### src/hw/midi_pkg.sv
package midi_pkg;

	// 31250 baud at 100 MHz
	localparam int midi_bit_cycles = 3200;

	// Frame is start, eight data bits LSB first, stop
	localparam int midi_data_bits = 8;

	// Status byte plus two data bytes
	localparam int midi_msg_bytes = 3;

	// Set on status bytes only
	localparam int midi_status_bit = 7;

endpackage

### src/hw/midi_receiver.sv
`timescale 1ns/1ns

module midi_receiver (
	input  logic CLK100MHZ,
	input  logic reset,
	input  logic midi_in,
	output logic [23:0] midi_msg,
	output logic midi_valid,
	output logic midi_busy
);
	import midi_pkg::*;

	localparam int cnt_w = $clog2(midi_bit_cycles);
	localparam int idx_w = $clog2(midi_data_bits);

	typedef enum logic [1:0] {
		st_idle,
		st_start,
		st_data,
		st_stop
	} rx_state_t;

	rx_state_t state;
	logic [1:0] sync;
	logic [cnt_w-1:0] bit_cnt;
	logic [idx_w-1:0] bit_idx;
	logic [7:0] shift;
	logic [1:0] byte_idx;
	logic [15:0] msg_buf;
	logic bit_done;
	logic half_done;
	logic byte_ok;

	// Line is idle high
	// sync[1] is the safe copy
	assign bit_done = bit_cnt == cnt_w'(midi_bit_cycles - 1);
	assign half_done = bit_cnt == cnt_w'(midi_bit_cycles / 2 - 1);
	// Good stop bit at mid-bit
	assign byte_ok = (state == st_stop) && bit_done && sync[1];
	assign midi_busy = state != st_idle;

	// Framing FSM
	always_ff @(posedge CLK100MHZ or posedge reset) begin
		if (reset) begin
			sync <= 2'b11;
			state <= st_idle;
			bit_cnt <= '0;
			bit_idx <= '0;
		end else begin
			sync <= {sync[0], midi_in};
			case (state)
				st_idle: begin
					bit_cnt <= '0;
					if (!sync[1]) begin
						state <= st_start;
					end
				end
				st_start: begin
					// Recheck at mid start bit, glitches go back to idle
					if (half_done) begin
						bit_cnt <= '0;
						bit_idx <= '0;
						state <= sync[1] ? st_idle : st_data;
					end else begin
						bit_cnt <= bit_cnt + 1'b1;
					end
				end
				st_data: begin
					if (bit_done) begin
						bit_cnt <= '0;
						if (bit_idx == idx_w'(midi_data_bits - 1)) begin
							state <= st_stop;
						end else begin
							bit_idx <= bit_idx + 1'b1;
						end
					end else begin
						bit_cnt <= bit_cnt + 1'b1;
					end
				end
				default: begin
					// Stop bit, byte dropped if low
					if (bit_done) begin
						bit_cnt <= '0;
						state <= st_idle;
					end else begin
						bit_cnt <= bit_cnt + 1'b1;
					end
				end
			endcase
		end
	end

	// LSB arrives first
	always_ff @(posedge CLK100MHZ) begin
		if (state == st_data && bit_done) begin
			shift <= {sync[1], shift[7:1]};
		end
	end

	// Message assembly
	// byte_idx 0 waits for a status byte
	always_ff @(posedge CLK100MHZ or posedge reset) begin
		if (reset) begin
			byte_idx <= '0;
			msg_buf <= '0;
			midi_msg <= '0;
			midi_valid <= 1'b0;
		end else begin
			midi_valid <= 1'b0;
			if (byte_ok) begin
				if (shift[midi_status_bit]) begin
					// Status always restarts
					msg_buf[15:8] <= shift;
					byte_idx <= 2'd1;
				end else if (byte_idx == 2'd1) begin
					msg_buf[7:0] <= shift;
					byte_idx <= 2'd2;
				end else if (byte_idx == 2'(midi_msg_bytes - 1)) begin
					midi_msg <= {msg_buf, shift};
					midi_valid <= 1'b1;
					byte_idx <= '0;
				end
				// Stray data bytes fall through
			end
		end
	end

	assert property (@(posedge CLK100MHZ) disable iff (reset)
		byte_idx <= 2'(midi_msg_bytes - 1))
		else $error("MIDI byte index out of range");

endmodule

### config.mk
export PLATFORM = sky130hd
export DESIGN_NAME = midi_receiver
export DESIGN_NICKNAME = d
export VERILOG_FILES = /design/src/hw/midi_pkg.sv /design/src/hw/midi_receiver.sv
export SDC_FILE = /design/constraint.sdc
export NUM_CORES = 1
export LEC_CHECK = 0
export BUFFER_PORTS_ARGS = -buffer_cell sky130_fd_sc_hd__buf_2
export CELL_PAD_IN_SITES_DETAIL_PLACEMENT = 2
export CELL_PAD_IN_SITES_GLOBAL_PLACEMENT = 2
export CORE_MARGIN = 10
export CORE_UTILIZATION = 40
export CTS_CLUSTER_DIAMETER = 80
export DETAILED_ROUTE_END_ITERATION = 16
export PLACE_DENSITY_LB_ADDON = 0.1
export SYNTH_ARGS = -nofsm -noshare
export SYNTH_HDL_FRONTEND = slang
export SYNTH_SLANG_ARGS = --single-unit
export TNS_END_PERCENT = 5
### constraint.sdc
create_clock -name CLK100MHZ -period 2.7 [get_ports CLK100MHZ]
set_input_delay 0.81 -clock CLK100MHZ [delete_from_list [all_inputs] [get_ports CLK100MHZ]]
set_output_delay 0.81 -clock CLK100MHZ [all_outputs]
set_load 0.02 [all_outputs]
; Word-level counts from Yosys, hierarchy flattened
; Cells that the tools add are included.
[classes]
n_addsub = 2
n_eq_ne = 13
mux = 21
bitwise = 2
n_reduce_logical = 14
[op_table]
columns = cell, n
row1 = 2-to-1 mux 12 bit, 2
row2 = case mux 12 bit (2 select lines), 1
row3 = 2-to-1 mux 2 bit, 9
row4 = "adder 12 x 1 -> 12 bit, second input constant", 1
row5 = "equality test 12 x 11 -> 1 bit, second input constant", 1
row6 = "equality test 12 bit, second input constant", 1
row7 = "!= test 2 bit, second input constant", 5
row8 = 2-to-1 mux 3 bit, 3
row9 = AND reduction 4 bit, 2
row10 = "equality test 2 bit, second input constant", 3
row11 = case mux 2 bit (3 select lines), 1
row12 = case mux 3 bit (2 select lines), 1
row13 = nonzero test 3 bit, 2
row14 = AND reduction 5 bit, 1
row15 = "equality test 2 x 1 -> 1 bit, second input constant", 2
row16 = 2-to-1 mux 1 bit, 4
row17 = AND reduction 2 bit, 2
row18 = nonzero test 2 bit, 2
row19 = "adder 3 x 1 -> 3 bit, second input constant", 1
row20 = "equality test 3 bit, second input constant", 1
row21 = logical AND 1 bit, 3
row22 = AND reduction 3 bit, 1
row23 = logical NOT 2 bit, 1
row24 = inverter 1 bit, 2
[word_totals]
reg_bits = 67
out_inout_bits = 26

; Depth between registers and ports, before layout
[depth]
word_depth = 5
mapped_depth = 6
depth_no_buf = 6

; Least setup slack after synthesis
; No wires, ideal clock.
[synth_timing]
path_kind = flip-flop to flip-flop
startpoint = register bit_cnt[0]
endpoint = register shift[0] (enable)
setup_time_ps = 370
arrival_time_ps = 1724
slack_ps = 606
stages_incl_launch_ff = 5
n_path_buf = 0
synth_period_minus_slack_ps = 2094
path_cell_list = dfrtp_1 > ha_1 > nand3_1 > or4_1 > nor2_1
[synth_between]
elab_chain_cells = 2
[synth_lines]
columns = item, line
row1 = from (decl), midi_receiver.sv:25  ; logic [cnt_w-1:0] bit_cnt;
row2 = from (signal assigned), midi_receiver.sv:65  ; bit_cnt <= bit_cnt + 1'b1;
row3 = from (signal assigned), midi_receiver.sv:77  ; bit_cnt <= bit_cnt + 1'b1;
row4 = from (signal assigned), midi_receiver.sv:86  ; bit_cnt <= bit_cnt + 1'b1;
row5 = equality test 12 bit, midi_receiver.sv:36  ; assign bit_done = bit_cnt == cnt_w'(midi_bit_cycles - 1);
row6 = logical AND 1 bit, midi_receiver.sv:95  ; if (state == st_data && bit_done) begin
row7 = to (signal assigned), midi_receiver.sv:96  ; shift <= {sync[1], shift[7:1]};
row8 = to (decl), midi_receiver.sv:27  ; logic [7:0] shift;
; Every way passes these cells.
; A chain may end at the register's enable or synchronous reset.

; Worst setup path in the final report
[layout_timing]
startpoint = register bit_cnt[0]
endpoint = register midi_msg[17]
[layout_between]
elab_chain_cells = 4
[layout_lines]
columns = item, line
row1 = equality test 12 bit, midi_receiver.sv:36
row2 = logical AND 1 bit (2 in a row), midi_receiver.sv:39  ; assign byte_ok = (state == st_stop) && bit_done && sync[1];
row3 = AND reduction 4 bit (no source line), n/a
row4 = to (signal assigned), midi_receiver.sv:119  ; midi_msg <= {msg_buf, shift};
row5 = to (decl), midi_receiver.sv:7  ; output logic [23:0] midi_msg,
; Every way passes these cells.

==> flow_metrics.tcl <==
set metrics [dict create \
    fin_setup_tns_ps 0 \
    post_cts_resized 0 \
    ys_ff_latch 67 \
    synth-simple-area-share_pct 11.8 \
    post_cts_buffers 0 \
    synth.distinct_cells 41 \
    viasPerCell 5.08 \
    final_area_sq_um 3310 \
    area_growth_pct 17.4 \
    worstSetupPathType "reg2reg" \
    yosysTopAreaCell "dfrtp_1" \
    muxShareOfSynthArea_pct 17.9 \
    grt_pass1_vias 1976 \
    slew_violations 0 \
    die_area_sq_um 10800 \
    p_leak_nw 1.73 \
    yosys.area_share.xor_xnor_pct 3.11 \
    dpl_cell_area_sq_um 3050 \
    end_kind "flop" \
    cts-htree-levels 3 \
    num_vias 1676 \
    p_per_area_nw_per_um2 632 \
    core_area_sq_um 6830 \
    avgRoutedWirePerCell_um 19.5 \
    setup_viol 0 \
    rsz0062_at_grt "no" \
    ys_async_sr_fraction_pct 88.1 \
    clock_sinks 67 \
    max_freq_mhz 421 \
    grt-ovfl-total 0 \
    fin_crit_sh_pct 88.0 \
    hold_ws_ps 359 \
    nNetsFinal 235 \
    place.gp.congestion 0.791 \
    synthAdderAreaFrac_pct 1.33 \
    yosysSeqAreaShare_pct 61.0 \
    syn_avg_cell_area_sq_um 14.4 \
    initial_core_util_pct 41.2 \
    synthTopCellsByCount "dfrtp_1 (57), mux2_4 (20), nor2_1 (20)" \
    pre_cts_ws_ps 285 \
    synth_edf_count 8 \
    required_ps 2940 \
    path_clk_slew_ps 70 \
    cts_tree "yes" \
    first_pass_iters 4 \
    drv_cap 0 \
    hold_path_class "reg2reg" \
    synth.most_common_cell "dfrtp_1" \
    setup_ws_ps 325 \
    insertedDiodeCount 0 \
    drc 0 \
    grt_max_degree 60 \
    cp_max_fo 22 \
    synth-compound-area-share_pct 2.31 \
    synth_top_family_by_area "multiplexers" \
    finalHoldViolCount 0 \
    drive_gt1_share_pct 38.9 \
    nFillCells 694 \
    syn-cell-area_sq_um 2820 \
    syn-instance-count 195 \
    synth_largest_type_area_fraction_pct 50.6 \
    yosys_warnings 0 \
    ir_drop_uv 262 \
    antenna_found_initial 0 \
    hpwl_um 4160 \
    cts_made_buffers 9 \
    period_minus_slack_ps 2370 \
    wl_um 6420 \
    clkLatencyLatePin_ps 350 \
    grt_pass1_wl_um 10900 \
    port_buffers 26 \
    drtIter0Drc 27 \
    die_h_um 104 \
    synth_area_leaders "dfrtp_1 (51%), mux2_4 (11%), edfxtp_1 (8.5%), mux2_2 (7.2%), nor2_1 (2.7%)" \
    fp-row-count 30 \
    drt.antenna.violating_nets 0 \
    cts_root_buffer "clkbuf_8" \
    ys.flop_type "dfrtp_1" \
    critPathArrivalTime_ps 2610 \
    fin_skew_ps 9.24 \
    critPathLaunchType "flop" \
    grt_usage_pct 12.7 \
    hold_buffers 0 \
    num_io_pins 29 \
    die_w_um 104 \
    status "complete, no violations" \
    clockBufferDepth 2 \
]
layer usage:
layer / up-vias / wire length [um] / track usage [%]
li1: 749 / - / -
met1: 892 / 2560 / 13.9
met2: 25 / 3550 / 22.1
met3: 10 / 185 / 2.91
met4: 0 / 131 / 7.06
met5: - / 0 / 0
per-stage QoR:
step                util (%)  cells  power (mW)
finish                  48.4    330        2.09
global route            48.4    330        2.18
CTS                     48.4    330        2.12
detailed placement      44.7    314        1.07
global placement        44.7    314        1.07
floorplan                  -    196        1.06
registers in the layout, summed over array words and instances (netlist names):
signal      cells
bit_cnt        12
bit_idx         3
byte_idx        2
midi_msg       22
midi_valid      1
msg_buf        15
shift           8
state           2
sync            2
path summary, 6_finish.rpt:
path                            start           end  cells after the start  slack (ps)
max                        bit_cnt[0]  midi_msg[17]                      5         330
min                           sync[0]       sync[1]                      0         360
max reg2reg                bit_cnt[0]  midi_msg[17]                      5         330
min reg2reg                   sync[0]       sync[1]                      0         360
max in group asynchronous       reset       sync[1]                      3        1870
min in group asynchronous       reset    msg_buf[6]                      3         510
area by class of cell:
class | count | area [sq um] | area share, %
Tap cell | 96 | 120 | 3.63
Clock buffer | 12 | 178 | 5.37
Sequential cell | 67 | 1720 | 52.0
Inverter | 6 | 22.5 | 0.681
Multi-Input combinational cell | 117 | 1030 | 31.2
Timing Repair Buffer | 28 | 158 | 4.77
Clock inverter | 4 | 77.6 | 2.34
cell families (layout without fill, tap and decap cells):
| logic type | count (synthesis) | count (layout) |
|---|---|---|
| DFF | 67 | 67 |
| and+or+nand+nor | 55 | 55 |
| muxes | 38 | 38 |
| buffers and inverters | 12 | 50 |
| xor gates and xnor gates | 10 | 10 |
| AOI/OAI and AO/OA | 9 | 9 |
| adders and majority gates | 3 | 3 |
| other | 1 | 2 |
cell usage in the layout, fill, tap and decap left out, types with 2 or more instances in the layout:
master / n
buf_2: 26
xnor2_1: 3
xor2_1: 7
nor2_1: 20
nand2_1: 7
ha_1: 3
dfrtp_1: 57
mux2_4: 20
nand4_1: 3
clkinv_4: 2
bufinv_16: 2
and3_1: 2
edfxtp_1: 8
mux2_2: 18
nand3_1: 5
conb_1: 2
inv_1: 5
and4_1: 2
nor3_1: 3
clkbuf_16: 2
clkbuf_8: 9
dfstp_2: 2
a22o_1: 2
a21oi_1: 2
power by group:
group          internal (mW)  switching, mW
Combinational        0.00497         0.0214
Sequential              1.02        0.00171
Clock                  0.636          0.405
Total                   1.66          0.429
critical path, stage by stage, from the launching register on:
cell and delay [ps]:
dfrtp_1 390, ha_1 220, nand3_1 240, nor4_4 480, nand3_4 460, mux2_4 450
(Power assumes the default switching activity.)
