$ cat config.mk
export PLATFORM = sky130hd
export DESIGN_NAME = mmio_bus
export DESIGN_NICKNAME = d
export VERILOG_FILES = /design/src/hw/mmio_pkg.sv /design/src/hw/mmio_bus.sv
export SDC_FILE = /design/constraint.sdc
export NUM_CORES = 1
export LEC_CHECK = 0
export BUFFER_PORTS_ARGS = -buffer_cell sky130_fd_sc_hd__clkbuf_2
export CAP_MARGIN = 20
export CORE_MARGIN = 3
export CORE_UTILIZATION = 25
export DETAILED_ROUTE_END_ITERATION = 16
export GPL_TIMING_DRIVEN = 0
export SYNTH_ARGS = -nofsm -noshare
export SYNTH_HDL_FRONTEND = slang
export SYNTH_SLANG_ARGS = --single-unit
$ cat constraint.sdc
create_clock -name CLK100MHZ -period 4.25 [get_ports CLK100MHZ]
set_input_delay 0 -clock CLK100MHZ [delete_from_list [all_inputs] [get_ports CLK100MHZ]]
set_output_delay 0 -clock CLK100MHZ [all_outputs]
set_load 0.03 [all_outputs]
$ cat src/hw/mmio_pkg.sv
package mmio_pkg;

	// Bus widths
	localparam int addr_width = 32;
	localparam int data_width = 32;

	// RAM word select uses address bits 11:0
	localparam int ram_addr_bits = 12;

	// Everything at or above the base is I/O
	localparam logic [addr_width-1:0] mmio_base = 32'h2000;

	// I/O register map
	localparam logic [addr_width-1:0] mmio_id_addr = 32'h2000;
	localparam logic [addr_width-1:0] mmio_rng_addr = 32'h2001;
	localparam logic [addr_width-1:0] mmio_midi_addr = 32'h2002;
	localparam logic [addr_width-1:0] mmio_display_addr = 32'h2003;

	// Fixed identification word
	localparam logic [data_width-1:0] id_word = 32'hFBADC0DE;

	// Xorshift start state, must be nonzero
	localparam logic [data_width-1:0] rng_seed = 32'hDEADBEEF;

	// Clocks per digit, 1 kHz digit rate at 100 MHz
	localparam int scan_cycles = 100000;

endpackage

$ cat src/hw/mmio_bus.sv
`timescale 1ns/1ns

module mmio_bus (
	input  logic CLK100MHZ,
	input  logic reset,
	input  logic mem_ren,
	input  logic mem_wen,
	input  logic [mmio_pkg::addr_width-1:0] mem_addr,
	input  logic [mmio_pkg::data_width-1:0] mem_wdata,
	output logic [mmio_pkg::data_width-1:0] mem_rdata,
	output logic ram_wen,
	output logic ram_ren,
	output logic [mmio_pkg::ram_addr_bits-1:0] ram_addr,
	output logic [mmio_pkg::data_width-1:0] ram_wdata,
	input  logic [mmio_pkg::data_width-1:0] ram_rdata,
	output logic rng_next,
	input  logic [mmio_pkg::data_width-1:0] rng_value,
	input  logic [23:0] midi_msg,
	input  logic midi_valid,
	output logic [mmio_pkg::data_width-1:0] display_word,
	output logic [15:0] led
);
	import mmio_pkg::*;

	logic is_io;
	logic rd_io;
	logic [data_width-1:0] io_sel;
	logic [data_width-1:0] io_rdata;
	logic [23:0] midi_result;

	// RAM below the base, upper RAM half aliases
	assign is_io = mem_addr >= mmio_base;
	assign ram_wen = mem_wen && !is_io;
	assign ram_ren = mem_ren && !is_io;
	assign ram_addr = mem_addr[ram_addr_bits-1:0];
	assign ram_wdata = mem_wdata;

	// Advance on the same edge that captures the old value
	assign rng_next = mem_ren && (mem_addr == mmio_rng_addr);

	// I/O read select
	// Unmapped reads give zero
	always_comb begin
		case (mem_addr)
			mmio_id_addr: io_sel = id_word;
			mmio_rng_addr: io_sel = rng_value;
			mmio_midi_addr: io_sel = {8'd0, midi_result};
			mmio_display_addr: io_sel = display_word;
			default: io_sel = '0;
		endcase
	end

	// Source of the last read, plus captured I/O word
	always_ff @(posedge CLK100MHZ or posedge reset) begin
		if (reset) begin
			rd_io <= 1'b1;
			io_rdata <= '0;
		end else if (mem_ren) begin
			rd_io <= is_io;
			if (is_io) begin
				io_rdata <= io_sel;
			end
		end
	end

	// Both sources hold between reads
	assign mem_rdata = rd_io ? io_rdata : ram_rdata;

	// Display register, other I/O writes ignored
	always_ff @(posedge CLK100MHZ or posedge reset) begin
		if (reset) begin
			display_word <= '0;
		end else if (mem_wen && mem_addr == mmio_display_addr) begin
			display_word <= mem_wdata;
		end
	end

	// Last complete MIDI message
	always_ff @(posedge CLK100MHZ or posedge reset) begin
		if (reset) begin
			midi_result <= '0;
		end else if (midi_valid) begin
			midi_result <= midi_msg;
		end
	end

	assign led = midi_result[15:0];

	// Master must not read and write in one cycle
	assert property (@(posedge CLK100MHZ) disable iff (reset) !(mem_ren && mem_wen))
		else $error("bus read and write enables high together");

endmodule

## Yosys cells after proc, flatten, opt, wreduce, memory -nomap -nowiden

Index checks and enable logic that the tools add are counted.

| storage, ports and cells | value |
|---|---|
| flip-flop bits (word level) | 89 |
| input bits | 157 |
| output and inout bits | 127 |
| word-level logic and storage cells | 17 |

| cells by class | value |
|---|---|
| $lt $le $gt $ge | 1 |
| eq/ne operators | 4 |
| mux-type cells | 2 |
| reductions and logical operators | 6 |

Operators with widths:

| operator | count |
|---|---|
| $eq A32 B14 Y1 const B | 4 |
| $pmux W32 S4 | 1 |
| $ge A32 B14 Y1 const B | 1 |
| $mux W32 | 1 |
| $logic_and A1 B1 Y1 | 4 |
| $reduce_and A2 Y1 | 1 |
| $logic_not A1 Y1 | 1 |

## Logic depth before layout (Yosys ltp)

Gate-level depths: netlist of the first run.

| depth | value |
|---|---|
| depth after elaboration | 3 |
| gate-level depth with buffers | 7 |
| mapped depth without buffers | 4 |

## Least setup slack after synthesis of the first run

OpenSTA, ideal clock, no wires.

| path | value |
|---|---|
| path type | in2out |
| start point | in mem_addr[3] (netlist name) |
| end point | out rng_next |
| arrival time | 1.703 ns |
| slack | 2.547 ns |
| stages on the path | 3 |
| buffers on the path | 0 |
| path through | nor4b_1 -> nand4_1 -> nor4_1 |

| on the way | value |
|---|---|
| longest elaborated chain between the ends | 2 |

Ends and longest elaborated chain:

| what | line | RTL |
|---|---|---|
| start, declared | mmio_bus.sv:8 | `input logic [mmio_pkg::addr_width-1:0] mem_addr,` |
| $eq A32 B14 Y1 | mmio_bus.sv:39 | `assign rng_next = mem_ren && (mem_addr == mmio_rng_addr);` |
| $logic_and A1 B1 Y1 | mmio_bus.sv:39 |  |
| end, declared | mmio_bus.sv:16 | `output logic rng_next,` |

Every way passes these cells.

## Worst setup path in the final report of the first run

| path | value |
|---|---|
| start point | reg rd_io |
| end point | out mem_rdata[18] (netlist name) |

| on the way | value |
|---|---|
| longest elaborated chain between the ends | 1 |

Ends and longest elaborated chain:

| what | line | RTL |
|---|---|---|
| start, declared | mmio_bus.sv:26 | `logic rd_io;` |
| start signal, assigned | mmio_bus.sv:59 | `rd_io <= is_io;` |
| $mux W32 | mmio_bus.sv:67 | `assign mem_rdata = rd_io ? io_rdata : ram_rdata;` |
| end, declared | mmio_bus.sv:10 | `output logic [mmio_pkg::data_width-1:0] mem_rdata,` |

Every way passes these cells.

==> results of run 1 <==
==> flip-flops by register name, summed over array words and instances, names as in the netlist <==
name          count
rd_io             1
display_word     32
io_rdata         32
midi_result      24
==> how the worst max path moves through the flow <==
stage	start	endpoint
final	rd_io$_DFFE_PP1P_	mem_rdata[18]
after global routing	rd_io$_DFFE_PP1P_	mem_rdata[18]
after CTS	rd_io$_DFFE_PP1P_	mem_rdata[12]
after detailed placement	rd_io$_DFFE_PP1P_	mem_rdata[12]
after global placement	reset	midi_result[8]$_DFFE_PP0P_
after floorplan	reset	display_word[0]$_DFFE_PP0P_
==> cell families (layout without fill, tap and decap cells) <==
| family | count (synthesis) | in the layout | share of synthesized area |
|---|---|---|---|
| AOI/OAI and AO/OA | 32 | 32 | 0.0516 |
| muxes | 145 | 145 | 0.324 |
| and+or+nand+nor | 62 | 62 | 0.0640 |
| buffers and inverters | 115 | 470 | 0.134 |
| other | 0 | 1 | 0 |
| DFF | 89 | 89 | 0.425 |
==> power breakdown <==
group	switching [uW]	leakage, uW	internal [uW]
Clock	343	0.000137	474
Combinational	211	0.00292	205
Sequential	16.7	0.00119	870
==> repair_timing <==
action	4_1_cts	5_1_grt
hold endpoints to repair	101	0
hold buffers	58	0
gates resized for setup	0	0
==> layer usage <==
metal	vias to the layer above	share of wire	track usage
met2	171	0.49	0.274
met3	21	0.063	0.0322
li1	2215	-	-
met5	-	0	0
met4	0	0.018	0.0530
met1	2214	0.43	0.208
==> through the flow <==
step / hold slack [ns] / cell area [um^2] / worst slack [ns] / utilization
floorplan: 0.117 / 5240 / 1.94 / -
CTS: 0.0367 / 7880 / 1.71 / 0.386
detailed placement: 0.130 / 7010 / 2.11 / 0.343
global route: 0.0787 / 7880 / 1.59 / 0.386
finish: 0.0551 / 7880 / 1.74 / 0.386
global placement: 0.233 / 6980 / 0.539 / 0.341
==> cell usage after synthesis, types with 2 or more instances <==
cell type	count
mux2_1	22
mux2_4	30
nor4b_1	2
mux2i_1	37
o2111ai_1	13
clkbuf_1	15
a22o_1	3
and3_1	3
nand2b_1	2
nor4_1	6
inv_1	25
nor2_1	3
nand2_1	20
nor2b_1	2
buf_6	4
buf_2	8
nand3_1	10
dfrtp_1	88
mux2_2	56
buf_4	62
and4_1	2
a2bb2oi_1	7
nor3_1	8
nand4_1	2
a22oi_1	8
==> area by class of cell <==
type	instances	area (um^2)
Fill cell	2077	12500
Multi-Input combinational cell	239	2300
Sequential cell	89	2230
Timing Repair Buffer	339	2010
Buffer	90	611
Tap cell	270	338
Clock buffer	14	254
Inverter	25	96.3
Clock inverter	2	37.5
Antenna cell	1	2.50
==> worst max-delay path, cell delays in order (launching register included) <==
cell and delay [ns]:
dfstp_2 0.51, clkbuf_1 0.29, clkbuf_1 0.74, mux2_2 0.43, clkbuf_2 0.18
==> metrics.md, run 1 <==
| Metric | Value |
|---|---|
| Max Freq | 398 MHz |
| Vias in the first global route | just under 5000 |
| Initial Util | 0.256 |
| Total congestion overflow | 0 |
| Initial DRC count | between 100 and 150 |
| Worst slew margin | 0.380 |
| Final Max Tran Viols | 0 |
| Wirelength per Cell | between 15 and 20 um |
| Post-route ant nets | 0 |
| Synth top area share | 0.420 |
| Core ar. | 20400 um^2 |
| Hold WC Path Type | in2reg |
| Outcome | completed |
| IO Pins | 284 |
| Total wire length | roughly 19 mm |
| Commonest non-fill, non-tap cell in the layout | clkbuf_2 |
| Max_cap viols | 0 |
| Hold Crit Start | rng_value[31] |
| Min-Delay Endpoint | io_rdata[31]$_DFFE_PP0P_ |
| Commonest cells after routing, fill and taps aside | clkbuf_2 (280), dfrtp_1 (88), buf_4 (62) |
| Synthesized flop and latch total | between 80 and 90 |
| Final Critical Period | between 2 and 3 ns |
| Tightest Pin Transition | ~0.93 ns |
| Post-Place Cells | about 1000 |
| Primary FF master, synth | dfrtp_1 |
| Register area share after synthesis | 0.425 |
| Worst hold stages | 4 |
| Worst vdd ir | 178 uV |
| Critical Path Fanout Max | 10 |
| Die height | 151 um |
| Syn Nets | 600 |
| Routability cong. | around 0.77 |
| Post-synth EDFFs | 0 |
| Nature of the critical path startpoint | register |
| Library cells used by synthesis | 30 |
| Crit end category | output port |
| Number of core rows | 52 |
| Post-synthesis cell area | 5240 um^2 |
| RSZ-0062 raised after global routing | no |
| Area contributors post-synth | dfrtp_1 (42%), mux2_2 (12%), buf_4 (8.9%) |
| Area leader, netlist | dfrtp_1 |
| Async S/R FF share, synth | 1.00 |
| Clock Skews | 0.00987 ns |
| Final Hold Violating Endpoints | 0 |
| Worst reg2reg path depth | 4 |
| Routed via count | between 4000 and 5000 |
| R2r setup slk | 2.56 ns |
| DPL Wire Length | between 10 and 15 mm |
| Final Setup Violations | 0 |
| Die Width | around 150 um |
| Worst R2R End | rd_io$_DFFE_PP1P_ |
| Post-synthesis instance total | about 440 |
| Fin Setup TNS | 0 ns |
| First-pass GRT wire length | 27.6 mm |
| Initial antenna violation count | 1 |
| First-pass DRT Iterations | 4 |
| Root buffer cell | clkbuf_16 |
| DIE AREA | between 20000 and 25000 um^2 |
| Layout cell share with drive strength beyond 1 | 0.574 |
| Worst path arrival time | approximately 2.5 ns |
| Final cell count without fillers | around 1100 |
| H-tree Lvls | 3 |
| Critical path class | reg2out |
| CTS Buf Count | 9 |
| GRT Total Usage | 0.162 |
| YS warnings | 0 |
| I/O Buffers | 280 |
| DR vias/cell | 4.32 |
| Reg clk slew, reported paths | around 0.06 ns |
| TritonCTS clock tree | built |
| Clock sink total | 89 |
| Power Total | 2120 uW |
| Post-CTS setup buffers | 0 |
| Buffers from clock root to sink, at most | 2 |
| Pin count of the biggest net entering global routing | 47 |
| Syn_area_per_cell | approximately 12 um^2 |
| Critical R2R Launch | rd_io$_DFFE_PP1P_ |
| Synth-to-layout area growth | 50.5% |
| DRC | 0 |
| Leakage | between 0.004 and 0.005 uW |
| Layout Nets | 950 |
| Clock latency at the later pin of the worst-skew pair | between 0.3 and 0.4 ns |
| Final cycle utilization of the critical path | 0.591 |
| Pwr/cell area | ~270 nW/um^2 |
| WP data required | around 4.3 ns |
(Power assumes the default switching activity.)
==> run 2: changes to the inputs <==
Clock period 4.25 ns to 2.28 ns, I/O delays scaled along.
==> run 2 against run 1 <==
  * Clock skew hardly changed
  * Critical path type unchanged
  * Core utilization is 0.18 points higher
  * Via count down 1.4%
  * Critical endpoint is now mem_rdata[10]
  * Combinational power up 87%
  * Critical path depth unchanged
==> metrics.md, run 2 (same netlist as run 1, synthesis figures left out) <==
| Metric | Value |
|---|---|
| Outcome | completed |
| Worst-path cell chain | clkbuf_1 > clkbuf_2 > mux2_2 > clkbuf_2 |
| Synth-to-layout area growth | 51.2% |
| Hold Crit Start | rng_value[25] |
| Die height | 151 um (unchanged) |
| Final Max Tran Viols | 0 (unchanged) |
| Sw Share | 0.263 (-0.00622) |
| Layout cell share with drive strength beyond 1 | 0.580 (+0.00627) |
| Final instance area | 7920 um^2 (+0.48%) |
| Nature of the critical path startpoint | register |
| Routability cong. | 0.762 (-1.5%) |
| Pwr/cell area | 513 nW/um^2 (+91%) |
| Psw | 1070 uW (+87%) |
| Wirelength per Cell | 17.6 um (+0.33%) |
| GRT Total Usage | 0.162 (about the same) |
| CP max-delay cell | dfstp_2 |
| Hold WC Path Type | in2reg |
| I/O Buffers | 280 (unchanged) |
| Post-CTS setup buffers | 0 (unchanged) |
| Slowest Stage Delay on Critical Path | 0.51 ns (-0.23 ns) |
| DRC | 0 (unchanged) |
| Tightest Pin Transition | 0.787 ns (-0.142 ns) |
| Initial antenna violation count | 1 (unchanged) |
| Critical Path Fanout Max | 10 (unchanged) |
| Min Hold Slack | 0.0454 ns (-0.00971 ns) |
| Routed via count | 4555 (-1.4%) |
| Worst slew margin | 0.475 (+0.0946) |
| Final cycle utilization of the critical path | 0.931 |
| Max Freq | roughly 470 MHz |
| Comb pwr share | 0.192 (-0.004) |
| Reg clk slew, reported paths | 0.07 ns (about the same) |
| DR vias/cell | 4.26 (-1.3%) |
| H-tree Lvls | 3 (unchanged) |
| Post-route ant nets | 0 (unchanged) |
| Largest registers | display_word: 32 flops, io_rdata: 32 flops, midi_result: 24 flops |
| Crit-path most repeated cell | clkbuf_2 |
| R2r setup slk | 0.86 ns (-1.70 ns) |
| IO Pins | 284 (unchanged) |
| Clock network fraction of total power | 0.401 (+0.016) |
| Setup crit end | mem_rdata[10] |
| Fin Setup TNS | 0 ns (unchanged) |
| Core ar. | 20400 um^2 (unchanged) |
| Initial Util | 0.256 (unchanged) |
| DIE AREA | 22700 um^2 (unchanged) |
| Die Width | 151 um (unchanged) |
| Max_cap viols | 0 (unchanged) |
| Commonest cells after routing, fill and taps aside | clkbuf_2 (281), dfrtp_1 (88), buf_4 (62) |
| Number of core rows | 52 (unchanged) |
| Worst Setup SP | rd_io$_DFFE_PP1P_ |
| Worst R2R End | rd_io$_DFFE_PP1P_ |
| Buffers from clock root to sink, at most | 2 (unchanged) |
| Clock sink total | 89 (unchanged) |
| Clock Skews | 0.00972 ns (-0.000153 ns) |
| Clock latency at the later pin of the worst-skew pair | 0.35 ns (about the same) |
| Worst setup margin | 0.158 ns (-1.58 ns) |
| Root buffer cell | clkbuf_16 |
| Total wire length | 18.8 mm (+0.24%) |
| WP data required | 2.28 ns (-1.97 ns) |
| CTS Buf Count | 9 (unchanged) |
| Final Hold Violating Endpoints | 0 (unchanged) |
| Leakage | 0.00426 uW (+0.57%) |
| Layout Nets | 951 (+0.11%) |
| RSZ-0062 raised after global routing | no |
| Worst reg2reg path depth | 4 (unchanged) |
| Setup WS pre-CTS | 0.160 ns (-1.94 ns) |
| Worst path depth | 4 (unchanged) |
| Worst path arrival time | 2.12 ns (-0.39 ns) |
| Pin count of the biggest net entering global routing | 36 (-23%) |
| Area after DPL | 7020 um^2 (+0.20%) |
| CP top delay family | buffers and inverters |
| Fin util | 0.388 (+0.00184) |
| Initial DRC count | 79 (-43%) |
| TritonCTS clock tree | built |
| First-pass DRT Iterations | 4 (unchanged) |
| Internal Power | 2990 uW (+93%) |
| Total congestion overflow | 0 (unchanged) |
| First-pass GRT wire length | 27.6 mm (-0.15%) |
| Crit end category | output port |
| Antenna diodes | 0 (-1) |
| Critical R2R Launch | rd_io$_DFFE_PP1P_ |
| Vias in the first global route | 4794 (-0.52%) |
| Final Critical Period | 2.12 ns |
| Worst vdd ir | 315 uV (+77%) |
| Critical path class | reg2out |
| Final Setup Violations | 0 (unchanged) |
| Share of power burned in registers | 0.407 (-0.011) |
| DPL Wire Length | 14.2 mm (+0.86%) |
| Commonest non-fill, non-tap cell in the layout | clkbuf_2 |
| Worst path buffer plus inverter count | 3 (unchanged) |
## run 2: cell types whose count changed in the layout (fill, tap and decap cells not counted), sizes merged
cell / delta
clkbuf: -3
buf: +2
diode: -1
inv: -1
bufinv: +1
clkinv: +1
## run 2: layout make-up
| class | instances | area [um^2] |
|---|---|---|
| clock inverter | 3 | 65.1 |
| fill | 2051 | 12500 |
| clock buffer | 12 | 246 |
| multi-input combinational | 239 | 2300 |
| inverter | 25 | 97.6 |
| timing repair buffer | 340 | 2020 |
| tap | 270 | 338 |
| sequential | 89 | 2230 |
| buffer | 90 | 617 |
## run 2: worst min-delay path by stage
stage,endpoint,slack [ns],cells past startpoint
3_3_place_gp,rd_io$_DFFE_PP1P_,0.23,3
4_1_cts,io_rdata[25]$_DFFE_PP0P_,0.03,4
2_1_floorplan,rd_io$_DFFE_PP1P_,0.12,2
6_report,io_rdata[25]$_DFFE_PP0P_,0.05,4
3_5_place_dp,midi_result[5]$_DFFE_PP0P_,0.05,2
5_1_grt,io_rdata[25]$_DFFE_PP0P_,0.06,4
## run 2: what timing repair did
action / in CTS / in global routing
hold buffers: 58 / 0
endpoints found under the setup margin: 29 / 11
endpoints found under the hold margin: 78 / 0
gates resized for setup: 3 / 3
## run 2: worst min-delay path: stages
cell and delay, ns:
clkbuf_2 0.08, a2bb2oi_1 0.13, nand3_1 0.07, mux2i_1 0.06
## run 2: through the flow
step           cells  total power (uW)
5_1_grt         1068              4230
4_1_cts         1068              4110
2_1_floorplan    443              2100
3_5_place_dp     995              2390
6_report        1068              4060
3_3_place_gp     993              2370
## run 2: power by group through the flow
stage / Clock, uW / Combinational, uW / Sequential, uW
after global routing: 1730 / 843 / 1660
after floorplan: 0 / 428 / 1670
final: 1630 / 778 / 1650
after CTS: 1680 / 786 / 1650
after global placement: 0 / 690 / 1680
after detailed placement: 0 / 703 / 1680
## run 2: per-layer routing
metal	vias to the layer above	share of wire	global-route usage
li1	2220	-	-
met1	2154	0.43	0.204
met2	163	0.50	0.283
met3	16	0.058	0.0328
met4	2	0.013	0.0435
met5	-	0.00064	0
