==> config.mk <==
export PLATFORM = sky130hd
export DESIGN_NAME = sevenseg_scanner
export DESIGN_NICKNAME = d
export VERILOG_FILES = /design/src/hw/mmio_pkg.sv /design/src/hw/sevenseg_scanner.sv
export SDC_FILE = /design/constraint.sdc
export NUM_CORES = 1
export LEC_CHECK = 0
export ABC_AREA = 1
export BUFFER_PORTS_ARGS = -buffer_cell sky130_fd_sc_hd__buf_4
export CORE_ASPECT_RATIO = 1.1
export CORE_UTILIZATION = 44
export CTS_CLUSTER_DIAMETER = 40
export DETAILED_ROUTE_END_ITERATION = 10
export PLACE_DENSITY_LB_ADDON = 0.25
export SLEW_MARGIN = 20
export SYNTH_ARGS = -nofsm -noshare
export SYNTH_HDL_FRONTEND = slang
export SYNTH_SLANG_ARGS = --single-unit
==> constraint.sdc <==
create_clock -name CLK100MHZ -period 3.1 [get_ports CLK100MHZ]
set_input_delay 0.62 -clock CLK100MHZ [delete_from_list [all_inputs] [get_ports CLK100MHZ]]
set_output_delay 0.62 -clock CLK100MHZ [all_outputs]
set_load 0.01 [all_outputs]
==> src/hw/mmio_pkg.sv <==
package mmio_pkg;

	// Bus widths
	localparam int addr_width = 32;
	localparam int data_width = 32;

	// RAM word select uses address bits 11:0
	localparam int ram_addr_bits = 12;

	// Everything at or above the base is I/O
	localparam logic [addr_width-1:0] mmio_base = 32'h2000;

	// I/O register map
	localparam logic [addr_width-1:0] mmio_id_addr = 32'h2000;
	localparam logic [addr_width-1:0] mmio_rng_addr = 32'h2001;
	localparam logic [addr_width-1:0] mmio_midi_addr = 32'h2002;
	localparam logic [addr_width-1:0] mmio_display_addr = 32'h2003;

	// Fixed identification word
	localparam logic [data_width-1:0] id_word = 32'hFBADC0DE;

	// Xorshift start state, must be nonzero
	localparam logic [data_width-1:0] rng_seed = 32'hDEADBEEF;

	// Clocks per digit, 1 kHz digit rate at 100 MHz
	localparam int scan_cycles = 100000;

endpackage

==> src/hw/sevenseg_scanner.sv <==
`timescale 1ns/1ns

module sevenseg_scanner (
	input  logic CLK100MHZ,
	input  logic reset,
	input  logic [mmio_pkg::data_width-1:0] display_word,
	output logic [7:0] seg,
	output logic [7:0] an
);
	import mmio_pkg::*;

	localparam int cnt_w = $clog2(scan_cycles);

	logic [cnt_w-1:0] scan_cnt;
	logic [2:0] digit;
	logic active;
	logic [3:0] nibble;
	logic [6:0] pattern;

	// Dwell counter, then next digit
	always_ff @(posedge CLK100MHZ or posedge reset) begin
		if (reset) begin
			scan_cnt <= '0;
			digit <= '0;
			active <= 1'b0;
		end else begin
			// First cycle after reset keeps anodes dark
			active <= 1'b1;
			if (active) begin
				if (scan_cnt == cnt_w'(scan_cycles - 1)) begin
					scan_cnt <= '0;
					digit <= digit + 1'b1;
				end else begin
					scan_cnt <= scan_cnt + 1'b1;
				end
			end
		end
	end

	// Digit k shows nibble k
	assign nibble = display_word[digit*4 +: 4];

	// Hex font, bit 0 is segment a
	always_comb begin
		case (nibble)
			4'h0: pattern = 7'h3F;
			4'h1: pattern = 7'h06;
			4'h2: pattern = 7'h5B;
			4'h3: pattern = 7'h4F;
			4'h4: pattern = 7'h66;
			4'h5: pattern = 7'h6D;
			4'h6: pattern = 7'h7D;
			4'h7: pattern = 7'h07;
			4'h8: pattern = 7'h7F;
			4'h9: pattern = 7'h6F;
			4'hA: pattern = 7'h77;
			4'hB: pattern = 7'h7C;
			4'hC: pattern = 7'h39;
			4'hD: pattern = 7'h5E;
			4'hE: pattern = 7'h79;
			default: pattern = 7'h71;
		endcase
	end

	// Active low, decimal point off
	assign seg = {1'b1, ~pattern};
	// One anode low at a time
	assign an = active ? ~(8'b1 << digit) : 8'hFF;

endmodule

# Yosys cells after proc, flatten, opt, wreduce, memory -nomap -nowiden
# Memory sizes are Yosys's and may differ from the RTL's.
# Cells that the tools add are included.
dict set report op_classes {
  n_reduce_logical 1
  muxes 2
  addsub 2
  shifts 2
  eq_ne 1
  bitwise 2
}
# cell count
set ops {}
lappend ops {{variable part select 32 x 6 -> 4 bit} 1}
lappend ops {{adder 17 x 1 -> 17 bit (second input constant)} 1}
lappend ops {{== test 17 bit (second input constant)} 1}
lappend ops {{two-way mux 17 bit} 1}
lappend ops {{two-way mux 8 bit} 1}
lappend ops {{NOT 8 bit} 1}
lappend ops {{<< shifter 1 x 3 -> 8 bit (first input constant)} 1}
lappend ops {{NOT 7 bit} 1}
lappend ops {{adder 3 x 1 -> 3 bit (second input constant)} 1}
lappend ops {{AND reduction 2 bit} 1}
dict set report word_totals {
  register_bits 21
  input_bits 34
  mem_count 1
  wordCells 14
  mem_bits_ro 112
  output_inout_bits 16
}
# memory words word_bits read_ports rd_ports_with_merged_regs wr line_no
set mem_list {}
lappend mem_list {{(name not given)} 16 7 1 0 0 sevenseg_scanner.sv:45} ;# case (nibble)

# Logic depth before layout (Yosys ltp)
# Gate-level depths: netlist (run 1).
dict set report depth {
  depth_word 3
  ltp_mapped 14
}

# Worst setup path before layout (run 1)
# OpenSTA, ideal clock, no wires.
dict set report synth_path {
  path_type {reg2out}
  start {reg digit[0]}
  end {out seg[3]}
  setup_slack_ns 0.924
  arrival_ns 1.556
  stages_incl_launch_ff 15
  path_cell_list {dfrtp_1 > buf_6 > inv_8 > buf_12 > nand2_2 > nand2_1 > nand2_1 > nand3_1 > nand2_2 > inv_1 > ha_1 > nand3_1 > nand2_1 > nand2_1 > nand2_1}
}
dict set report synth_via {
  elab_chain_len 3
}
# item line_no
set synth_rtl {}
lappend synth_rtl {{from (decl)} sevenseg_scanner.sv:15} ;# logic [2:0] digit;
lappend synth_rtl {{from (signal assigned)} sevenseg_scanner.sv:32} ;# digit <= digit + 1'b1;
lappend synth_rtl {{variable part select 32 x 6 -> 4 bit} sevenseg_scanner.sv:41} ;# assign nibble = display_word[digit*4 +: 4];
lappend synth_rtl {{memory read (16 x 7 bit)} n/a}
lappend synth_rtl {{NOT 7 bit} sevenseg_scanner.sv:66} ;# assign seg = {1'b1, ~pattern};
lappend synth_rtl {{to (decl)} sevenseg_scanner.sv:7} ;# output logic [7:0] seg,
# No other way between the ends.

# Final worst setup path (run 1)
# Ends and elaborated chain as after synthesis.

==> results.yml, run 1 <==
floorplan:
  core-area_mm2: 0.004348
  fp.dieW_um: 66.48
  die_area_mm2: 0.004847
  start_util: 0.4627
  die_h_um: 72.92
  placementRows: 25
  ios: 50
sta:
  rsz0062_at_grt: "false"
  tightest_slew_ns: 0.7865
  hold_viol: 0
  fin_tns_setup_ns: 0
  finalSetupViolations: 0
  timing.hold.ws_ns: 0.5017
  clock.fmax_mhz: 348.6
  report.final.slew_viol_count: 0
  min_period_ns: 2.869
  max-slew-margin-rel: 0.4751
  period_share: 0.9255
  fin_skew_ns: 0.003813
synth:
  yosys_warnings: 0
  yosysTopAreaCellShare: 0.2612
  synthArstFlopShare: 1.000
  synth_top_area_cell: "dfrtp_1"
  synth_seq_cells: 21
  synth_commonest_cells: "86 x nand2_1, 46 x nand3_1, 45 x inv_1"
  yosysMostFrequentCell: "nand2_1"
  ys_top_cells_by_area: "dfrtp_1 26%, nand2_1 16%, nand3_1 11%"
  synth_flop_cell: "dfrtp_1"
  synth_cell_types: 32
  synth_area_per_cell_um2: 6.640
  syn_area_mm2: 0.002012
  ys_seq_area_frac: 0.2612
  syn_inst: 303
  synth_edf_count: 0
critical_path:
  reg2reg_slack_ns: 1.36
  cpMaxStageDelayCell: "dfrtp_1"
  rr_worst_depth: 5
  slowest_delay_ns: 0.67
  critical_path.top_delay_family: "flip-flops"
  critPathKind: "flip-flop to output port"
  cp_num_buf_inv: 3
  crit_chain: "buf_4 > nand2_1 > nand2_1 > nand2_1 > nand3_1 > nand2_2 > inv_1 > ha_1 > nand3_1 > nand2_1 > nand2_1 > nand2_1 > buf_4"
  critPathRequiredTime_ns: 2.48
  arrival_ns: 2.25
  cp_max_fo: 12
  critPathCaptureType: "output port"
  cp.depth: 13
  worstReg2RegEnd: "scan_cnt[13]"
  crit_path_start_kind: "flip-flop"
  rr_startpoint: "active"
  crit_path_frequent_cell: "nand2_1"
hold_path:
  holdCritPathClass: "input port to asynchronous set/reset pin"
global_routing:
  grt_pass1_wl_mm: 7.907
  grt_pass1_vias: 1836
  met2_usage: 0.3810
  met3_usage: 0.01563
  busiest_layer: "met2"
  grt.total_usage: 0.2080
  antenna_found_initial: 0
  grtUsageMet1: 0.2595
  overflow: 0
  grt_start_max_net_pins: 22
pwr:
  p_leak_nw: 1.342
  vdd_drop_max_mv: 0.4506
  pwr_density_cell_mw_per_mm2: 318.6
final_layout:
  final_area_mm2: 0.002416
  fin_nets: 398
  drive_gt1_frac: 0.2286
  area_growth_syn_to_layout_pct: 20.09
  antennaDiodeCount: 0
run_status:
  status: "completed"
clock_tree:
  cts_tree: "yes"
  clock_latency_ns: 0.26
  numCtsBuffers: 3
  path_clk_slew_ns: 0.08
  cts_root_buf: "clkbuf_8"
  htree_levels: 1
  cts_resized: 0
  cts.sinks: 21
  clockBufferDepth: 2
  cts_setup_buffers: 0
  hold_buffers: 0
placement:
  placed_area_mm2: 0.002370
  gp_congestion: 0.8736
  port_buffers: 48
  dp.final_hpwl_mm: 3.480
detailed_routing:
  routed-via-count: 1961
  ant_nets: 0
  viasPerCell: 4.854
  wirelength_mm: 4.482
  wl_per_cell_um: 11.09
  drt_iter0_markers: 122
  dr.pass1.iters: 4
  drc_errors: 0
run:
  cap_violations: 0
placed cells by master, fill, tap and decap left out, types with 7 or more instances in the layout:
cell and n:
nand2_2 7, nand3_2 8, dfrtp_1 21, nand3_1 46
ha_1 13, nand2_1 86, buf_4 50, inv_1 45
nor3_1 8, nor2_1 22
cells by family after synthesis:
logic type	Yosys count	synth area share
adder cells (fa/ha/maj)	13	0.08085
flip-flops	21	0.2612
AND/OR/NAND/NOR	187	0.4335
XOR/XNOR	9	0.03918
buffers and inverters	61	0.1499
AO/OA/AOI/OAI	11	0.03358
other	1	0.001864
final cells by class:
type,count,area [um^2]
fill,417,1932
multi-input combinational,222,1189
sequential,21,525.5
timing repair buffer,50,375.4
inverter,53,212.7
tap,54,67.56
clock buffer,3,41.29
clock inverter,1,5.005
routing by layer:
layer	wire length, um	part of all wire	vias to the layer above
li1	-	-	1042
met1	2023	0.45	864
met2	2190	0.49	50
met3	215	0.048	5
met4	53	0.012	0
met5	0	0	-
worst max-delay path by stage:
| stage | from | end | slack [ns] |
|---|---|---|---|
| global route | digit[0] | seg[6] | 0.005 |
| global placement | digit[0] | seg[3] | 0.59 |
| finish | digit[0] | seg[3] | 0.23 |
| floorplan | digit[0] | seg[3] | 0.92 |
| CTS | digit[0] | seg[3] | 0.23 |
| detailed placement | digit[0] | seg[3] | 0.53 |
through the flow:
| step | cells | worst slack, ns | total power, mW | utilization |
|---|---|---|---|---|
| floorplan | 304 | 0.9243 | 0.5145 | - |
| global placement | 400 | 0.5887 | 0.5917 | 0.5450 |
| detailed placement | 400 | 0.5316 | 0.5950 | 0.5450 |
| CTS | 404 | 0.2268 | 0.7786 | 0.5557 |
| global route | 404 | 0.005109 | 0.8209 | 0.5557 |
| finish | 404 | 0.2310 | 0.7698 | 0.5557 |
registers in the layout, summed over array words and instances, names as in the netlist:
name,count
scan_cnt,17
digit,3
active,1
power breakdown:
group / switching [mW] / leakage, nW / internal, mW
combinational: 0.109 / 1.04 / 0.107
sequential: 0.0568 / 0.278 / 0.317
clock: 0.0899 / 0.0255 / 0.0896
No activity file was read; power rests on OpenSTA's default activity.
==> run 2, diff against run 1 <==
--- a/config.mk
+++ b/config.mk
@@ -5,14 +5,13 @@
 export SDC_FILE = /design/constraint.sdc
 export NUM_CORES = 1
 export LEC_CHECK = 0
-export ABC_AREA = 1
 export BUFFER_PORTS_ARGS = -buffer_cell sky130_fd_sc_hd__buf_4
 export CORE_ASPECT_RATIO = 1.1
 export CORE_UTILIZATION = 44
 export CTS_CLUSTER_DIAMETER = 40
 export DETAILED_ROUTE_END_ITERATION = 10
 export PLACE_DENSITY_LB_ADDON = 0.25
-export SLEW_MARGIN = 20
+export SLEW_MARGIN = 0
 export SYNTH_ARGS = -nofsm -noshare
 export SYNTH_HDL_FRONTEND = slang
 export SYNTH_SLANG_ARGS = --single-unit
==> run 2 against run 1 <==
  * Routed wire length down 26%
  * Die area fell by 18%
  * Fmax decreased by 5.4%
  * Power is 8.9% lower
  * Worst hold slack got worse by 0.058 ns
  * Cell area decreased by 12%
  * Via count is 33% lower
  * Largest cell class unchanged
==> results.yml, run 2 <==
synth:
  synth_top_area_cell: "dfrtp_1"
  yosys_warnings: 0
  post_synth_and_or_nand_nor_area_fraction: 0.1692
  yosysMostFrequentCell: "dfrtp_1"
  muxShareOfSynthArea: 0.2443
  synth_flop_cell: "dfrtp_1"
  synth_commonest_cells: "21 x dfrtp_1, 17 x nand3_1, 13 x ha_1"
  synth_area_per_cell_um2: 10.89
  syn_inst: 150
  ys_top_cells_by_area: "dfrtp_1 32%, ha_1 10%, mux2i_1 6.7%"
  synth-xor-area-share: 0.08576
  ys_seq_area_frac: 0.3216
  synth_cell_types: 37
  yosysTopAreaCellShare: 0.3216
  syn_area_mm2: 0.001634
  synth_top_family_by_area: "multiplexers"
  synth_fa_ha_area_frac: 0.09954
  synth_edf_count: 0
  synthArstFlopShare: 1.000
  synth_seq_cells: 21
  synth-compound-area-share: 0.03292
clock_tree:
  clock_latency_ns: 0.31
  htree_levels: 1
  clockBufferDepth: 2
  cts.sinks: 21
  path_clk_slew_ns: 0.11
  cts_tree: "yes"
  numCtsBuffers: 3
  cts_root_buf: "clkbuf_4"
final_layout:
  final_common_cell: "buf_4"
  antennaDiodeCount: 0
  seqCellArea_um2: 528.0
  area_growth_syn_to_layout_pct: 30.40
  largest-register: "scan_cnt"
  nFillCells: 290
  final_cell_mix: "54 x buf_4, 19 x dfrtp_1, 17 x nand3_1"
  fin_nets: 253
  finalNonFillerCells: 253
  final_area_mm2: 0.002131
  reg_top3: "scan_cnt x17, digit x3, active x1"
  largest_reg_flops: 17
  utilization: 0.6193
  multi_input_area_mm2: 0.001061
  drive_gt1_frac: 0.4049
global_routing:
  grt.total_usage: 0.1854
  antenna_found_initial: 0
  grt_pass1_wl_mm: 5.685
  grt_pass1_vias: 1264
  overflow: 0
  grt_start_max_net_pins: 22
sta:
  fin_skew_ns: 0.004700
  max-slew-margin-rel: 0.4848
  fin_tns_setup_ns: 0
  min_period_ns: 3.032
  rsz0062_at_grt: "true"
  clock.fmax_mhz: 329.8
  tightest_slew_ns: 0.7719
  timing.hold.ws_ns: 0.4439
  hold_viol: 0
  report.final.slew_viol_count: 0
  finalSetupViolations: 0
  finalWorstSetupSlack_ns: 0.06778
  period_share: 0.9781
detailed_routing:
  wl_per_cell_um: 13.15
  routed-via-count: 1305
  drt_iter0_markers: 34
  drc_errors: 0
  wirelength_mm: 3.326
  viasPerCell: 5.158
  ant_nets: 0
  dr.pass1.iters: 4
placement:
  gp_congestion: 0.8052
  port_buffers: 48
  dp.final_hpwl_mm: 2.542
  dp.cells: 245
  dp_slack_ns: 0.1201
  placed_area_mm2: 0.002049
critical_path:
  cp_max_fo: 7
  critPathRequiredTime_ns: 2.48
  rr_startpoint: "active"
  rr_worst_depth: 4
  critPathKind: "flip-flop to output port"
  crit_path_start_kind: "flip-flop"
  arrival_ns: 2.41
  reg2reg_slack_ns: 1.06
  critPathCaptureType: "output port"
  worstReg2RegEnd: "digit[1]"
pwr:
  total_power_mw: 0.7016
  p_int_mw: 0.4822
  p_leak_nw: 0.9944
  clkPwrFrac: 0.189
  p_seq_frac: 0.522
  p_comb_frac: 0.290
  vdd_drop_max_mv: 0.3245
  pwr_density_cell_mw_per_mm2: 329.3
  swShare: 0.3127
  switchingPower_mw: 0.2194
run_status:
  status: "completed"
floorplan:
  core-area_mm2: 0.003441
  placementRows: 22
  die_area_mm2: 0.003962
  fp.dieW_um: 60.11
  ios: 50
  die_h_um: 65.92
  start_util: 0.4749
run:
  cap_violations: 0
hold_path:
  holdCritPathClass: "input port to asynchronous set/reset pin"
run 2: cell count changes in the layout (fill, tap and decap cells not counted), sizes merged, moves of 7 or more:
cell | previous run | this run
nor3 | 9 | 2
xnor2 | 3 | 12
nor2 | 23 | 10
mux2i | 0 | 13
mux4 | 0 | 8
inv | 51 | 9
nand3 | 54 | 17
nand2 | 94 | 6
run 2: worst max-delay path by stage:
stage	endpoint	start	cells after the start	slack, ns
after floorplan	seg[4]	display_word[5]	6	0.22
after global placement	seg[1]	display_word[13]	9	0.14
after detailed placement	seg[1]	display_word[13]	9	0.12
after CTS	seg[1]	digit[0]	8	-0.02
after global routing	seg[5]	digit[0]	8	-0.04
final	seg[1]	digit[0]	6	0.07
run 2: cell families after synthesis:
logic type | count (synthesis)
compound gates | 8
xor+xnor | 16
fa+ha+maj | 13
buf+inv | 15
flops | 21
mux | 25
other cells | 1
simple gates | 51
run 2: final cells by class:
class	count	share of cell area
multi-input cells	115	0.4979
repair buffers	56	0.1979
clock buffers	4	0.01233
inverters	9	0.01585
well taps	48	0.02819
flip-flops and latches	21	0.2478
run 2: worst max-delay path, cell delays in order (launching register included):
cell and delay [ns]:
dfrtp_2 0.49, buf_4 0.15, mux4_2 0.53, mux2_4 0.33, or3_1 0.37, o21ai_1 0.10, buf_4 0.14
run 2: repair_timing:
action	in CTS	in global routing
setup buffers	1	2
hold buffers	0	0
gates cloned	0	1
pin swaps	0	1
setup endpoints to repair	7	6
gates resized for setup	7	8
run 2: power by group through the flow:
stage               Clock [mW]  Sequential, mW  Combinational [mW]
finish                   0.132           0.366               0.203
global route             0.147           0.375               0.226
CTS                      0.136           0.366               0.199
detailed placement           0           0.371               0.195
global placement             0           0.367               0.188
floorplan                    0           0.359               0.133
run 2: per-layer routing:
metal  global-route usage  wire length (um)  up-vias
li1                     -                 -      648
met1               0.2431              1507      613
met2               0.3118              1640       39
met3              0.03718               160        5
met4              0.03779                18        0
met5                    0                 0        -
==> run 3, diff against run 2 <==
==> constraint.sdc (replaced) <==
create_clock -name CLK100MHZ -period 3.95 [get_ports CLK100MHZ]
set_input_delay 0.79 -clock CLK100MHZ [delete_from_list [all_inputs] [get_ports CLK100MHZ]]
set_output_delay 0.79 -clock CLK100MHZ [all_outputs]
set_load 0.01 [all_outputs]
==> run 3 against run 2 <==
  * Utilization down 2.2 points
  * Power down 23%
  * Cell count down 2.8%
  * Largest power group unchanged
  * Sequential power down 22%
  * Sequential cell count unchanged
  * Non-clock buffer count down 7
  * Global-route usage up 0.14 points
  * Clock power down 23%
  * Worst setup slack better by 0.15 ns
==> results.yml, run 3 (synthesis gave the netlist of run 2 again) <==
placement:
  dp.final_hpwl_mm: 2.551
  port_buffers: 48
  gp_congestion: 0.7750
  dp_slack_ns: 0.3511
run:
  cap_violations: 0
detailed_routing:
  drc_errors: 0
  viasPerCell: 5.260
  dr.pass1.iters: 5
  ant_nets: 0
  drt_iter0_markers: 26
  wirelength_mm: 3.240
  routed-via-count: 1294
  wl_per_cell_um: 13.17
sta:
  finalSetupViolations: 0
  fin_tns_setup_ns: 0
  finalWorstSetupSlack_ns: 0.2217
  clock.fmax_mhz: 268.2
  hold_viol: 0
  tightest_slew_ns: 0.8042
  fin_skew_ns: 0.01312
  max-slew-margin-rel: 0.4589
  report.final.slew_viol_count: 0
  rsz0062_at_grt: "false"
  period_share: 0.9439
  min_period_ns: 3.728
global_routing:
  grt_pass1_vias: 1336
  grt_pass1_wl_mm: 5.713
  overflow: 0
  grt.total_usage: 0.1868
  grt_start_max_net_pins: 22
  antenna_found_initial: 0
pwr:
  switchingPower_mw: 0.1698
  p_leak_nw: 0.9887
  p_seq_frac: 0.531
  p_comb_frac: 0.280
  p_int_mw: 0.3712
  pwr_density_cell_mw_per_mm2: 263.3
  swShare: 0.3138
  clkPwrFrac: 0.189
  vdd_drop_max_mv: 0.2526
clock_tree:
  clockBufferDepth: 2
  hold_buffers: 0
  cts_setup_buffers: 0
  clock_latency_ns: 0.31
  numCtsBuffers: 3
  cts_tree: "yes"
  htree_levels: 1
  cts.sinks: 21
  cts_root_buf: "clkbuf_4"
  cts_resized: 0
  path_clk_slew_ns: 0.12
critical_path:
  critPathCaptureType: "output port"
  crit_path_start_kind: "flip-flop"
  cp_max_fo: 8
  critPathKind: "flip-flop to output port"
  slowest_delay_ns: 0.60
  reg2reg_slack_ns: 1.90
  crit_chain: "mux4_1 > mux2i_1 > inv_1 > ha_1 > and3_1 > a211o_1 > buf_4"
  cpMaxStageDelayCell: "dfrtp_1"
  arrival_ns: 2.94
  critPathRequiredTime_ns: 3.16
final_layout:
  largest-register: "scan_cnt"
  final_common_cell: "buf_4"
  fin_nets: 246
  drive_gt1_frac: 0.3283
  largest_reg_flops: 17
  reg_top3: "scan_cnt x17, digit x3, active x1"
  final_cell_mix: "49 x buf_4, 21 x dfrtp_1, 17 x nand3_1"
  antennaDiodeCount: 0
  nFillCells: 297
  area_growth_syn_to_layout_pct: 25.73
floorplan:
  start_util: 0.4749
  fp.dieW_um: 60.11
  placementRows: 22
  die_area_mm2: 0.003962
  die_h_um: 65.92
  core-area_mm2: 0.003441
  ios: 50
hold_path:
  holdCritPathClass: "flip-flop to flip-flop"
run_status:
  status: "completed"
[run 3: area by class of cell]
class	instances	area, um^2	area share
inverters	9	33.78	0.01644
well taps	48	60.06	0.02923
clock buffers	3	22.52	0.01096
flip-flops and latches	21	525.5	0.2558
multi-input cells	115	1040	0.5061
repair buffers	49	367.9	0.1791
clock inverters	1	5.005	0.002436
[run 3: per-stage QoR]
step	util	area, um^2	hold WS (ns)	std cells	total power, mW
2_1_floorplan	-	1638	0.4299	151	0.3866
3_3_place_gp	0.5891	2027	0.4599	242	0.4340
3_5_place_dp	0.5891	2027	0.4717	242	0.4434
4_1_cts	0.5971	2054	0.4928	246	0.5461
5_1_grt	0.5971	2054	0.5128	246	0.5771
6_report	0.5971	2054	0.4929	246	0.5410
[run 3: path summary, 6_finish.rpt]
| check | start | to | depth (start not counted) |
|---|---|---|---|
| setup reg to reg | active | digit[1] | 4 |
| hold reg to reg | scan_cnt[16] | scan_cnt[16] | 1 |
| max in group asynchronous | reset | scan_cnt[4] | 2 |
| min in group asynchronous | reset | scan_cnt[12] | 2 |
| hold / removal | scan_cnt[16] | scan_cnt[16] | 1 |
| setup / recovery | digit[0] | seg[0] | 7 |
[run 3: per-layer routing]
metal / wire (um) / up-vias / share of wire / global-route usage
met1: 1497 / 614 / 0.46 / 0.2443
met2: 1584 / 38 / 0.49 / 0.3118
met4: 17 / 0 / 0.0052 / 0.04942
met3: 141 / 2 / 0.044 / 0.03523
met5: 0 / - / 0 / 0
li1: - / 640 / - / -
[run 3: worst max-delay path, delay by kind of cell (launching register included)]
family / cells / cell delay [ns]
muxes: 2 / 1.09
DFF: 1 / 0.60
buffers and inverters: 2 / 0.29
adders and majority gates: 1 / 0.27
AOI/OAI and AO/OA: 1 / 0.22
and+or+nand+nor: 1 / 0.16
[run 3: power by group through the flow]
| stage | registers (mW) | logic [mW] | clock network (mW) |
|---|---|---|---|
| after floorplan | 0.282 | 0.105 | 0 |
| after global placement | 0.289 | 0.145 | 0 |
| after detailed placement | 0.291 | 0.152 | 0 |
| after CTS | 0.287 | 0.153 | 0.106 |
| after global routing | 0.293 | 0.171 | 0.113 |
| final | 0.287 | 0.152 | 0.102 |
